File: src/logic/avmem_defs.svh
// Avalon memory shim widths, burst limits and default register stage counts

`ifndef AVMEM_DEFS_SVH
`define AVMEM_DEFS_SVH

// ==============================
// Bus widths
// ==============================

// Word address, one word per data beat
`define AVMEM_ADDR_W        26

// Data bus width in bits. Byte enables follow as one bit per byte
`define AVMEM_DATA_W        64

// ==============================
// Burst limits
// ==============================

// The AFU counter reaches 64, so it needs 7 bits
`define AVMEM_AFU_BCNT_W    7

// The FIU counter reaches 8, so it needs 4 bits
`define AVMEM_FIU_BCNT_W    4

// Largest burst the FIU side accepts in one command
`define AVMEM_FIU_MAX_BURST 8

// Default depth of each timing pipe, at the AFU edge and at the FIU edge
`define AVMEM_REG_STAGES    2

`endif

File: src/logic/avmem_pkg.sv
// Avalon memory shim package with the bus field types and the AFU and FIU command structs

`include "avmem_defs.svh"

package avmem_pkg;

    // ==============================
    // Field types
    // ==============================

    typedef logic [`AVMEM_ADDR_W-1:0]     avmem_addr_t;
    typedef logic [`AVMEM_DATA_W-1:0]     avmem_data_t;
    typedef logic [`AVMEM_DATA_W/8-1:0]   avmem_be_t;
    typedef logic [`AVMEM_AFU_BCNT_W-1:0] avmem_afu_bcnt_t;
    typedef logic [`AVMEM_FIU_BCNT_W-1:0] avmem_fiu_bcnt_t;

    // ==============================
    // Command structs
    // ==============================

    // One command or write beat as the AFU sees it, with the wide burst count
    typedef struct packed {
        logic            read;
        logic            write;
        avmem_addr_t     address;
        avmem_afu_bcnt_t burstcount;
        avmem_data_t     writedata;
        avmem_be_t       byteenable;
    } avmem_afu_cmd_t;

    // Same command after splitting, so the count never exceeds the FIU limit
    typedef struct packed {
        logic            read;
        logic            write;
        avmem_addr_t     address;
        avmem_fiu_bcnt_t burstcount;
        avmem_data_t     writedata;
        avmem_be_t       byteenable;
    } avmem_fiu_cmd_t;

endpackage

File: src/logic/avmem_reg_pipe.sv
// Avalon command register pipeline with skid buffers so waitrequest is registered at each stage

`timescale 1ns/1ps

`include "avmem_defs.svh"

module avmem_reg_pipe
#(
    parameter type T        = avmem_pkg::avmem_fiu_cmd_t,
    parameter int  N_STAGES = `AVMEM_REG_STAGES
)
(
    input  logic afu_clk,
    input  logic rst_n,

    input  logic in_valid,
    input  T     in_cmd,
    output logic in_waitrequest,

    output logic out_valid,
    output T     out_cmd,
    input  logic out_waitrequest
);

    // Element s is the boundary in front of stage s. The last element is the output
    logic valid_c [N_STAGES+1];
    logic wait_c  [N_STAGES+1];
    T     cmd_c   [N_STAGES+1];

    assign valid_c[0]       = in_valid;
    assign cmd_c[0]         = in_cmd;
    assign in_waitrequest   = wait_c[0];

    assign out_valid        = valid_c[N_STAGES];
    assign out_cmd          = cmd_c[N_STAGES];
    assign wait_c[N_STAGES] = out_waitrequest;

    // With no stages the loop is empty and the boundaries above join directly
    for (genvar s = 0; s < N_STAGES; s++)
    begin : g_stage
        logic main_valid;
        logic skid_valid;
        logic wait_q;
        T     main_cmd;
        T     skid_cmd;
        logic up_fire;
        logic down_fire;

        // Upstream transfers only against the registered waitrequest
        assign up_fire   = valid_c[s] & ~wait_q;
        assign down_fire = main_valid & ~wait_c[s+1];

        // ==============================
        // Slot control
        // ==============================

        always_ff @(posedge afu_clk or negedge rst_n)
        begin
            if (!rst_n)
            begin
                main_valid <= 1'b0;
                skid_valid <= 1'b0;
                // Upstream is stalled until the first clock out of reset
                wait_q     <= 1'b1;
            end
            else if (down_fire || !main_valid)
            begin
                // Main slot drains or is empty, so the skid entry moves up first
                main_valid <= skid_valid | up_fire;
                skid_valid <= 1'b0;
                wait_q     <= 1'b0;
            end
            else if (up_fire)
            begin
                // Main slot is stuck, so the new item parks in the skid slot
                skid_valid <= 1'b1;
                wait_q     <= 1'b1;
            end
            else
            begin
                wait_q <= skid_valid;
            end
        end

        // ==============================
        // Payload slots
        // ==============================

        // Payload slots load under the same conditions as their valid bits
        always_ff @(posedge afu_clk)
        begin
            if (down_fire || !main_valid)
            begin
                // The skid entry is older than anything arriving now
                main_cmd <= skid_valid ? skid_cmd : cmd_c[s];
            end
            if (up_fire && main_valid && !down_fire)
            begin
                skid_cmd <= cmd_c[s];
            end
        end

        assign valid_c[s+1] = main_valid;
        assign cmd_c[s+1]   = main_cmd;
        assign wait_c[s]    = wait_q;
    end

endmodule

File: src/logic/avmem_burst_mapper.sv
// Avalon burst mapper that splits AFU bursts of up to 64 beats into FIU bursts of at most 8

`timescale 1ns/1ps

`include "avmem_defs.svh"

module avmem_burst_mapper
(
    input  logic                       afu_clk,
    input  logic                       rst_n,

    input  logic                       in_valid,
    input  avmem_pkg::avmem_afu_cmd_t  in_cmd,
    output logic                       in_waitrequest,

    output logic                       out_valid,
    output avmem_pkg::avmem_fiu_cmd_t  out_cmd,
    input  logic                       out_waitrequest
);

    import avmem_pkg::*;

    // The FIU limit in both counter widths and as the chunk address step
    localparam avmem_afu_bcnt_t MAX_AFU = `AVMEM_FIU_MAX_BURST;
    localparam avmem_fiu_bcnt_t MAX_FIU = `AVMEM_FIU_MAX_BURST;
    localparam avmem_addr_t     STEP    = `AVMEM_FIU_MAX_BURST;

    // ==============================
    // Burst state
    // ==============================

    // Set while a read is being re-issued or a write burst still has beats to come
    logic            burst_q;
    // Beats left in the AFU burst, counting the one presented now
    avmem_afu_bcnt_t rem_q;
    // Start address of the next FIU chunk
    avmem_addr_t     addr_q;
    // Write beats still owed to the current FIU chunk after the one in flight
    avmem_fiu_bcnt_t chunk_left_q;

    avmem_addr_t     base_addr;
    avmem_afu_bcnt_t base_rem;
    avmem_fiu_bcnt_t chunk_cnt;
    logic            rd_last;
    logic            wr_chunk_start;
    logic            out_fire;

    // On the first beat the AFU command is the source, after that the saved state is
    assign base_addr = burst_q ? addr_q : in_cmd.address;
    assign base_rem  = burst_q ? rem_q  : in_cmd.burstcount;

    // Each chunk is the full FIU burst except for the tail of the AFU burst
    assign chunk_cnt = (base_rem > MAX_AFU) ? MAX_FIU
                                            : base_rem[`AVMEM_FIU_BCNT_W-1:0];

    // A read with no more than one FIU burst left finishes with this issue
    assign rd_last = (base_rem <= MAX_AFU);

    // Writes restart the FIU burst every eighth beat
    assign wr_chunk_start = !burst_q || (chunk_left_q == '0);

    // ==============================
    // Forward path
    // ==============================

    // Nothing is buffered here, so the first chunk leaves in the cycle it arrives
    assign out_valid = in_valid;
    assign out_fire  = out_valid & ~out_waitrequest;

    always_comb
    begin
        out_cmd.read       = in_cmd.read;
        out_cmd.write      = in_cmd.write;
        out_cmd.address    = base_addr;
        out_cmd.burstcount = chunk_cnt;
        out_cmd.writedata  = in_cmd.writedata;
        out_cmd.byteenable = in_cmd.byteenable;
    end

    // A long read stays stalled upstream until its final chunk goes out
    assign in_waitrequest = out_waitrequest | (in_valid & in_cmd.read & ~rd_last);

    // ==============================
    // State update
    // ==============================

    always_ff @(posedge afu_clk or negedge rst_n)
    begin
        if (!rst_n)
        begin
            burst_q      <= 1'b0;
            rem_q        <= '0;
            chunk_left_q <= '0;
        end
        else if (out_fire)
        begin
            if (in_cmd.read)
            begin
                // Another chunk follows unless this one covered the rest
                burst_q <= ~rd_last;
                rem_q   <= base_rem - MAX_AFU;
            end
            else
            begin
                // One write beat per transfer and the burst ends with its last beat
                burst_q <= (base_rem > 1);
                rem_q   <= base_rem - 1'b1;
                if (wr_chunk_start)
                begin
                    chunk_left_q <= chunk_cnt - 1'b1;
                end
                else
                begin
                    chunk_left_q <= chunk_left_q - 1'b1;
                end
            end
        end
    end

    // The next chunk address only moves when a new FIU burst is started
    always_ff @(posedge afu_clk)
    begin
        if (out_fire && (in_cmd.read || wr_chunk_start))
        begin
            addr_q <= base_addr + STEP;
        end
    end

endmodule

File: src/logic/avmem_afu_shim.sv
// AFU-side Avalon memory shim with timing pipes at both edges and FIU burst splitting

`timescale 1ns/1ps

`include "avmem_defs.svh"

module avmem_afu_shim
#(
    parameter int AFU_REG_STAGES = `AVMEM_REG_STAGES,
    parameter int FIU_REG_STAGES = `AVMEM_REG_STAGES
)
(
    input  logic                       afu_clk,
    input  logic                       rst_n,

    // AFU side where this shim is the slave
    input  logic                       afu_read,
    input  logic                       afu_write,
    input  avmem_pkg::avmem_addr_t     afu_address,
    input  avmem_pkg::avmem_afu_bcnt_t afu_burstcount,
    input  avmem_pkg::avmem_data_t     afu_writedata,
    input  avmem_pkg::avmem_be_t       afu_byteenable,
    output logic                       afu_waitrequest,
    output avmem_pkg::avmem_data_t     afu_readdata,
    output logic                       afu_readdatavalid,

    // FIU side where this shim is the master
    output logic                       fiu_read,
    output logic                       fiu_write,
    output avmem_pkg::avmem_addr_t     fiu_address,
    output avmem_pkg::avmem_fiu_bcnt_t fiu_burstcount,
    output avmem_pkg::avmem_data_t     fiu_writedata,
    output avmem_pkg::avmem_be_t       fiu_byteenable,
    input  logic                       fiu_waitrequest,
    input  avmem_pkg::avmem_data_t     fiu_readdata,
    input  logic                       fiu_readdatavalid
);

    import avmem_pkg::*;

    // ==============================
    // Command path
    // ==============================

    // AFU bus gathered into one struct
    avmem_afu_cmd_t afu_cmd;
    logic           afu_valid;

    // Between the AFU pipe and the mapper
    avmem_afu_cmd_t pipe_cmd;
    logic           pipe_valid;
    logic           pipe_wait;

    // Between the mapper and the FIU pipe
    avmem_fiu_cmd_t map_cmd;
    logic           map_valid;
    logic           map_wait;

    // FIU pipe output before it is spread back onto the bus
    avmem_fiu_cmd_t fiu_cmd;
    logic           fiu_valid;

    assign afu_valid = afu_read | afu_write;

    always_comb
    begin
        afu_cmd.read       = afu_read;
        afu_cmd.write      = afu_write;
        afu_cmd.address    = afu_address;
        afu_cmd.burstcount = afu_burstcount;
        afu_cmd.writedata  = afu_writedata;
        afu_cmd.byteenable = afu_byteenable;
    end

    // Registered stall toward the AFU that stays high through reset
    avmem_reg_pipe
    #(
        .T        (avmem_afu_cmd_t),
        .N_STAGES (AFU_REG_STAGES)
    )
    i_afu_pipe
    (
        .afu_clk         (afu_clk),
        .rst_n           (rst_n),
        .in_valid        (afu_valid),
        .in_cmd          (afu_cmd),
        .in_waitrequest  (afu_waitrequest),
        .out_valid       (pipe_valid),
        .out_cmd         (pipe_cmd),
        .out_waitrequest (pipe_wait)
    );

    avmem_burst_mapper i_mapper
    (
        .afu_clk         (afu_clk),
        .rst_n           (rst_n),
        .in_valid        (pipe_valid),
        .in_cmd          (pipe_cmd),
        .in_waitrequest  (pipe_wait),
        .out_valid       (map_valid),
        .out_cmd         (map_cmd),
        .out_waitrequest (map_wait)
    );

    // Narrow-count payload from here on
    avmem_reg_pipe
    #(
        .T        (avmem_fiu_cmd_t),
        .N_STAGES (FIU_REG_STAGES)
    )
    i_fiu_pipe
    (
        .afu_clk         (afu_clk),
        .rst_n           (rst_n),
        .in_valid        (map_valid),
        .in_cmd          (map_cmd),
        .in_waitrequest  (map_wait),
        .out_valid       (fiu_valid),
        .out_cmd         (fiu_cmd),
        .out_waitrequest (fiu_waitrequest)
    );

    // Only a held pipe entry may raise read or write on the FIU bus
    assign fiu_read       = fiu_valid & fiu_cmd.read;
    assign fiu_write      = fiu_valid & fiu_cmd.write;
    assign fiu_address    = fiu_cmd.address;
    assign fiu_burstcount = fiu_cmd.burstcount;
    assign fiu_writedata  = fiu_cmd.writedata;
    assign fiu_byteenable = fiu_cmd.byteenable;

    // ==============================
    // Response path
    // ==============================

    // Avalon read data cannot be stalled and chunks return in issue order,
    // so beats go straight back to the AFU in the same cycle
    assign afu_readdata      = fiu_readdata;
    assign afu_readdatavalid = fiu_readdatavalid;

endmodule

File: config.mk
export PLATFORM = sky130hd
export DESIGN_NAME = avmem_afu_shim
export DESIGN_NICKNAME = d
export VERILOG_FILES = /design/src/logic/avmem_pkg.sv /design/src/logic/avmem_reg_pipe.sv /design/src/logic/avmem_burst_mapper.sv /design/src/logic/avmem_afu_shim.sv
export VERILOG_INCLUDE_DIRS = /design/src /design/src/logic
export SDC_FILE = /design/constraint.sdc
export NUM_CORES = 1
export LEC_CHECK = 0
export BUFFER_PORTS_ARGS = -buffer_cell sky130_fd_sc_hd__buf_2
export CAP_MARGIN = 25
export CORE_UTILIZATION = 55
export CTS_BUF_LIST = sky130_fd_sc_hd__clkbuf_4 sky130_fd_sc_hd__clkbuf_8
export DETAILED_ROUTE_END_ITERATION = 10
export GPL_ROUTABILITY_DRIVEN = 0
export PLACE_DENSITY = 0.79
export REMOVE_ABC_BUFFERS = 1
export SYNTH_ARGS = -nofsm -noshare
export SYNTH_HDL_FRONTEND = slang
export SYNTH_SLANG_ARGS = --single-unit
File: constraint.sdc
create_clock -name afu_clk -period 22.1 [get_ports afu_clk]
set_input_delay 1.105 -clock afu_clk [delete_from_list [all_inputs] [get_ports afu_clk]]
set_output_delay 1.105 -clock afu_clk [all_outputs]
set_load 0.03 [all_outputs]
Word-level counts from Yosys, hierarchy flattened
Cells that the tools add are included.

storage, ports and cells
  flip-flop bits (word level) = 894
  input port bits = 175
  output and inout bits = 170
  word-level logic and storage cells = 140

cells by class
  add/sub/neg operators = 5
  magnitude comparators = 3
  muxes and demuxes = 18
  bitwise gates (word level) = 24
  reductions and logical operators = 26

operators with widths
  operator                 count
  $mux W107                2
  $mux W104                2
  $add A26 B4 Y26 const B  1
  $mux W26                 1
  $mux W7                  2
  $and A1 B1 Y1            10
  $logic_and A1 B1 Y1      9
  $logic_not A1 Y1         9
  $mux W1                  9
  $mux W4                  2
  $not A1 Y1               8
  $sub A4 B1 Y4 const B    2
  $gt A7 B1 Y1 const B     1
  $gt A7 B4 Y1 const B     1
  $le A7 B4 Y1 const B     1
  $sub A7 B1 Y7 const B    1
  $sub A7 B4 Y7 const B    1
  $logic_or A1 B1 Y1       6
  $or A1 B1 Y1             6
  $logic_not A4 Y1         1
  $reduce_and A2 Y1        1

Depth between registers and ports, before layout
  depth in word-level cells = 9
  mapped depth = 12
  gate-level depth less buffers = 10

By module
From an unflattened synthesis, not the netlist that was laid out.

second synthesis, totals
  cell total of the unflattened synthesis = 1971
  area, all modules = 36839.1 µm²

by module, submodules not included
  module                        times used  cells an instance  area each (µm²)  sequential area each (µm²)
  avmem_reg_pipe at i_afu_pipe  1           791                16585.9          13005.0
  avmem_reg_pipe at i_fiu_pipe  1           770                16398.2          12644.6
  avmem_burst_mapper            1           342                3348.2           1081.0
  avmem_afu_shim                1           68                 506.7            0.0

Worst setup path after synthesis
No wires, ideal clock.

  path kind = register to register
  start point = register i_mapper.burst_q
  end point = register i_afu_pipe.g_stage[1].skid_cmd[0] (netlist bit) (enable)
  library setup time = 2.056 ns
  arrival = 15.268 ns
  data required time = 20.044 ns
  path slack = 4.776 ns
  stages on the path, launching flop included = 9
  path buffers = 2
  period minus slack after synthesis = 17.324 ns
  cells stage by stage = dfrtp_1 > buf_6 > buf_4 > mux2i_1 > ha_1 > a41oi_2 > o21a_1 > o21ai_1 > nor3b_1

between the ends
  longest elaborated chain between the ends = 9

ends and longest elaborated chain
  what                    RTL line                   RTL
  start, declared         avmem_burst_mapper.sv:33   logic burst_q;
  start signal, assigned  avmem_burst_mapper.sv:100  burst_q <= ~rd_last;
  start signal, assigned  avmem_burst_mapper.sv:106  burst_q <= (base_rem > 1);
  $mux W7                 avmem_burst_mapper.sv:50   assign base_rem = burst_q ? rem_q : in_cmd.burstcount;
  $le A7 B4 Y1            avmem_burst_mapper.sv:57   assign rd_last = (base_rem <= MAX_AFU);
  $not A1 Y1              avmem_burst_mapper.sv:81   assign in_waitrequest = out_waitrequest | (in_valid & in_cmd.read & ~rd_last);
  $and A1 B1 Y1           avmem_burst_mapper.sv:81
  $or A1 B1 Y1            avmem_burst_mapper.sv:81
  $not A1 Y1              avmem_reg_pipe.sv:51       assign down_fire = main_valid & ~wait_c[s+1];
  $and A1 B1 Y1           avmem_reg_pipe.sv:51
  $logic_not A1 Y1        avmem_reg_pipe.sv:97       if (up_fire && main_valid && !down_fire)
  $logic_and A1 B1 Y1     avmem_reg_pipe.sv:97
  end signal, assigned    avmem_reg_pipe.sv:99       skid_cmd <= cmd_c[s];
  end, declared           avmem_reg_pipe.sv:45       T skid_cmd;

No other way between the ends.
A chain may end at the register's enable or synchronous reset.

Worst setup path after layout
  start point = register i_mapper.burst_q
  end point = register i_afu_pipe.g_stage[1].skid_cmd[14] (netlist bit) (enable)

Same word-level chain as after synthesis.

==> flow_results.org <==
** Outcome
- The run finished with clean final reports.

** Worst setup path
- The worst setup path is captured at a flip-flop.
- STA puts the critical path data required time at 22.52 ns.
- Source of the worst register-to-register timing path :: i_mapper.burst_q
- Worst Reg2Reg Path Length in Cells :: 11
- Maximum fanout along the worst path :: 67
- Worst setup path class :: reg -> reg
- Kind of start point of the critical path :: flip-flop
- Data arrival at the endpoint of the critical path :: roughly 4.3 ns
- Worst r2r dst :: i_afu_pipe.g_stage[1].skid_cmd[14]
- Worst R2R Setup Slack :: 18.19 ns

** Floorplan
- Starting Density :: 55.9%
- The initialized floorplan defines 91 standard-cell rows.
- Std-Cell Core Area :: 61900 um2
- The die is roughly 250 um wide.
- The floorplan step set the die height to 253 um.
- The die covers around 64000 um2.
- In this run the count of I/O pins placed on the die edge is 345.

** Clock network
- Setup fix buffers added after clock tree synthesis :: 0
- The later pin in the worst-skew pair is clocked with a latency of slightly below 0.8 ns.
- For this design, the CTS-stage hold fixing added 0 buffers.
- Clock-pin slew was measured on the worst setup and hold paths at 0.07 ns.
- Gates resized during post-CTS repair numbered 0.
- The H-tree was split into 4 levels.
- Clock tree root driver cell :: clkbuf_8
- Counting the buffers created by CTS gives between 100 and 150.
- The longest clock path from root to sink contains 3 buffers.
- TritonCTS built the clock tree.
- Clock Sink Count :: 894

** Pwr
- Sequential share of power :: 52.7%
- Switching power as a share of total power :: a little under a third
- IR Drop Worst-Case VDD :: 0.0882 mV
- Leakage power :: 13.3 nW
- Total power for the finished layout comes to between 6 and 7 mW.
- The clock network accounts for 20.7% of the total power.
- The internal power of the cells totals 4.38 mW.
- Power share of the combinational group :: 26.6%
- Power Dens Cells :: between 150 and 200 nW/um2
- Net switching component of the power :: 1.97 mW

** Yosys
- Sequential element share of the synthesized area :: 77.2%
- Post-synth top flop :: edfxtp_1
- Share of the synthesized area in compound gates (AO/OA/AOI/OAI) :: 0.933%
- Leading cell type by number of instances after synthesis :: edfxtp_1
- The top cell type by area accounts for 75.5% of the synthesized area.
- Summing the areas of all fa, ha and maj instances in the mapped netlist gives 0.253% of the synthesized area.
- Dividing the synthesized area by the synthesized cell count gives a little under 20 um2.
- Summing every instance area after synthesis gives ~35000 um2.
- For this run, the number of Yosys warnings is 0.
- In the synthesized netlist the async set-or-reset flop fraction comes to ~2.7%.
- Combinational family with the most area after synthesis :: multiplexers
- Counting distinct cell types in the post-synthesis netlist gives 55.
- Summed over all instances, the cell type with the most area after synthesis is edfxtp_1.
- EDFF count, synth :: 870
- Number of cells produced by synthesis :: about 1800
- Basic-gate share of the synthesized area counting and, or, nand and nor cells :: around 1.7%
- After synthesis, the cell types taking the most area are edfxtp_1, mux2_2, buf_4.
- Commonest cells post-synth :: edfxtp_1, mux2_2, buf_4, clkbuf_1, nand2_1
- Of the total synthesized cell area, the portion taken by XOR and XNOR cells is less than 1%.
- Proportion of synthesized area in mux cells :: 14.9%
- Yosys reg bits :: 894

** STA
- Post-route setup TNS :: 0 ns
- The clock arrives with slightly above 0.03 ns of skew.
- Endpoints failing setup :: 0
- For this run, the top clock speed supported by timing is roughly 0.26 GHz.
- The number of hold violations in the final report was 0.
- Final worst path period share :: 17.7%
- Setup repair after global routing missed its margin :: no
- Max_slew headroom :: 32.5%
- Max-slew violations :: 0
- The worst path in the final design needs a cycle of 3.91 ns, including I/O delays and setup.
- Transition time of the tightest slew-check pin :: 1.01 ns

** Layout
- Final non-filler cell total :: 2868
- At the end of the flow, the number of nets in the layout was 2104.
- The area growth from synthesis to layout is 10.5%.
- Final standard cell area without fillers :: 38300 um2
- Of the cells placed in the final design, the portion with a size suffix greater than 1 is 46.1%.

** Placement
- In this run the tool buffered the top-level ports with 214 buffer cells.
- Post-Place Cell Area :: between 30000 and 40000 um2
- Final HPWL DP :: 41600 um
- Once placement completed, the tool counted placed cells totaling 2615.

** Detailed routing
- Post-DR wirelength/cell :: 22.6 um
- After the first detailed-routing iteration, the DRC count stood at 1369.
- Detail Route Antenna Nets :: 0
- After detailed routing, the total wire length is 64700 um.
- After detailed routing, the number of vias per cell comes to ~5.4.
- Drt first pass iters :: 5
- In the routed design, unresolved DRC markers number 0.
- Vias after detailed routing :: 15600

** Global route
- The total overflow left after global routing is 0.
- Wire length of the first global-routing pass :: 97300 um
- Entering global routing, the biggest net connects 79 pins.
- The via count of the first global-routing pass is 16300.
- Antenna violations before repair :: 6
- Tot GR Track Use :: 20.6%

** Min path
- In this run the worst hold path is classified as in -> async.

** Run
- Maximum capacitance violations :: 0
==> per-layer routing <==
layer | GRT usage (%) | routed length (um) | up-vias
met3 | 7.59 | 5110 | 104
met1 | 25.9 | 26400 | 7976
li1 | - | - | 6991
met4 | 7.76 | 1520 | 12
met2 | 32.2 | 31300 | 519
met5 | 3.78 | 296 | -
==> state kept, by name, summed over array words and instances, names as in the netlist, 2 cells and up <==
register,cells
i_afu_pipe.g_stage.skid_cmd,214
i_fiu_pipe.g_stage.skid_cmd,208
i_afu_pipe.cmd_c,107
i_afu_pipe.out_cmd,107
i_fiu_pipe.cmd_c,104
i_fiu_pipe.out_cmd,104
i_mapper.addr_q,26
i_mapper.rem_q,7
i_mapper.chunk_left_q,4
i_afu_pipe.g_stage.skid_valid,2
i_fiu_pipe.g_stage.skid_valid,2
==> power groups by stage <==
| stage | Clock (mW) | Sequential, mW | Combinational, mW |
|---|---|---|---|
| floorplan | 0 | 3.63 | 0.974 |
| global placement | 0 | 3.34 | 1.61 |
| detailed placement | 0 | 3.39 | 1.68 |
| CTS | 1.34 | 3.36 | 1.69 |
| global route | 1.41 | 3.43 | 1.81 |
| finish | 1.31 | 3.35 | 1.69 |
==> cell type report <==
type / instances / area [um2]
diodes: 5 / 12.5
inverters: 9 / 33.8
clock buffers: 181 / 2250
flip-flops and latches: 894 / 26700
repair buffers: 240 / 1380
well taps: 837 / 1050
clock inverters: 63 / 382
fillers: 4311 / 23700
multi-input cells: 639 / 6410
==> through the flow <==
step / worst slack (ns) / hold slack [ns] / utilization (%)
2_1_floorplan: 3.87 / 0.422 / -
3_3_place_gp: 17.67 / 0.426 / 57.2
3_5_place_dp: 17.50 / 0.430 / 57.3
4_1_cts: 17.48 / 0.286 / 61.6
5_1_grt: 18.01 / 0.324 / 61.8
6_report: 18.19 / 0.352 / 61.8
==> worst max-delay path by stage <==
| stage | start | endpoint | slack, ns |
|---|---|---|---|
| 2_1_floorplan | i_mapper.burst_q | i_afu_pipe.g_stage[1].skid_cmd[0] | 3.87 |
| 3_3_place_gp | i_mapper.burst_q | i_afu_pipe.out_cmd[62] | 17.67 |
| 3_5_place_dp | i_mapper.burst_q | i_afu_pipe.out_cmd[35] | 17.50 |
| 4_1_cts | i_mapper.burst_q | i_afu_pipe.out_cmd[48] | 17.48 |
| 5_1_grt | i_mapper.burst_q | i_afu_pipe.out_cmd[82] | 18.01 |
| 6_report | i_mapper.burst_q | i_afu_pipe.g_stage[1].skid_cmd[14] | 18.19 |
==> critical path, stage by stage, from the launching register on <==
cell     delay [ns]
dfrtp_2        0.34
buf_4          0.61
mux2_2         0.36
inv_1          0.11
ha_1           0.31
a41oi_2        0.41
o21a_1         0.21
o21ai_4        0.08
buf_12         0.18
nor3b_2        0.19
buf_4          0.32
buf_16         0.34
==> cell families (layout without fill, tap and decap cells) <==
group / after synthesis / count (layout)
other: 0 / 5
AND/OR/NAND/NOR: 108 / 108
flip-flops: 894 / 894
buffers and inverters: 234 / 493
AO/OA/AOI/OAI: 42 / 42
XOR/XNOR: 25 / 25
multiplexers: 457 / 457
adder cells (fa/ha/maj): 7 / 7
==> cell usage in the layout, fill, tap and decap left out, types with 10 or more instances in the layout <==
cell type / count
nand2_1: 30
nor2_1: 20
buf_4: 20
nand3_1: 10
mux2_2: 447
clkbuf_4: 38
xor2_1: 10
xnor2_1: 15
clkbuf_8: 143
edfxtp_1: 870
clkinv_1: 30
clkinv_2: 15
dfrtp_1: 15
buf_2: 214
(Power assumes the default switching activity.)
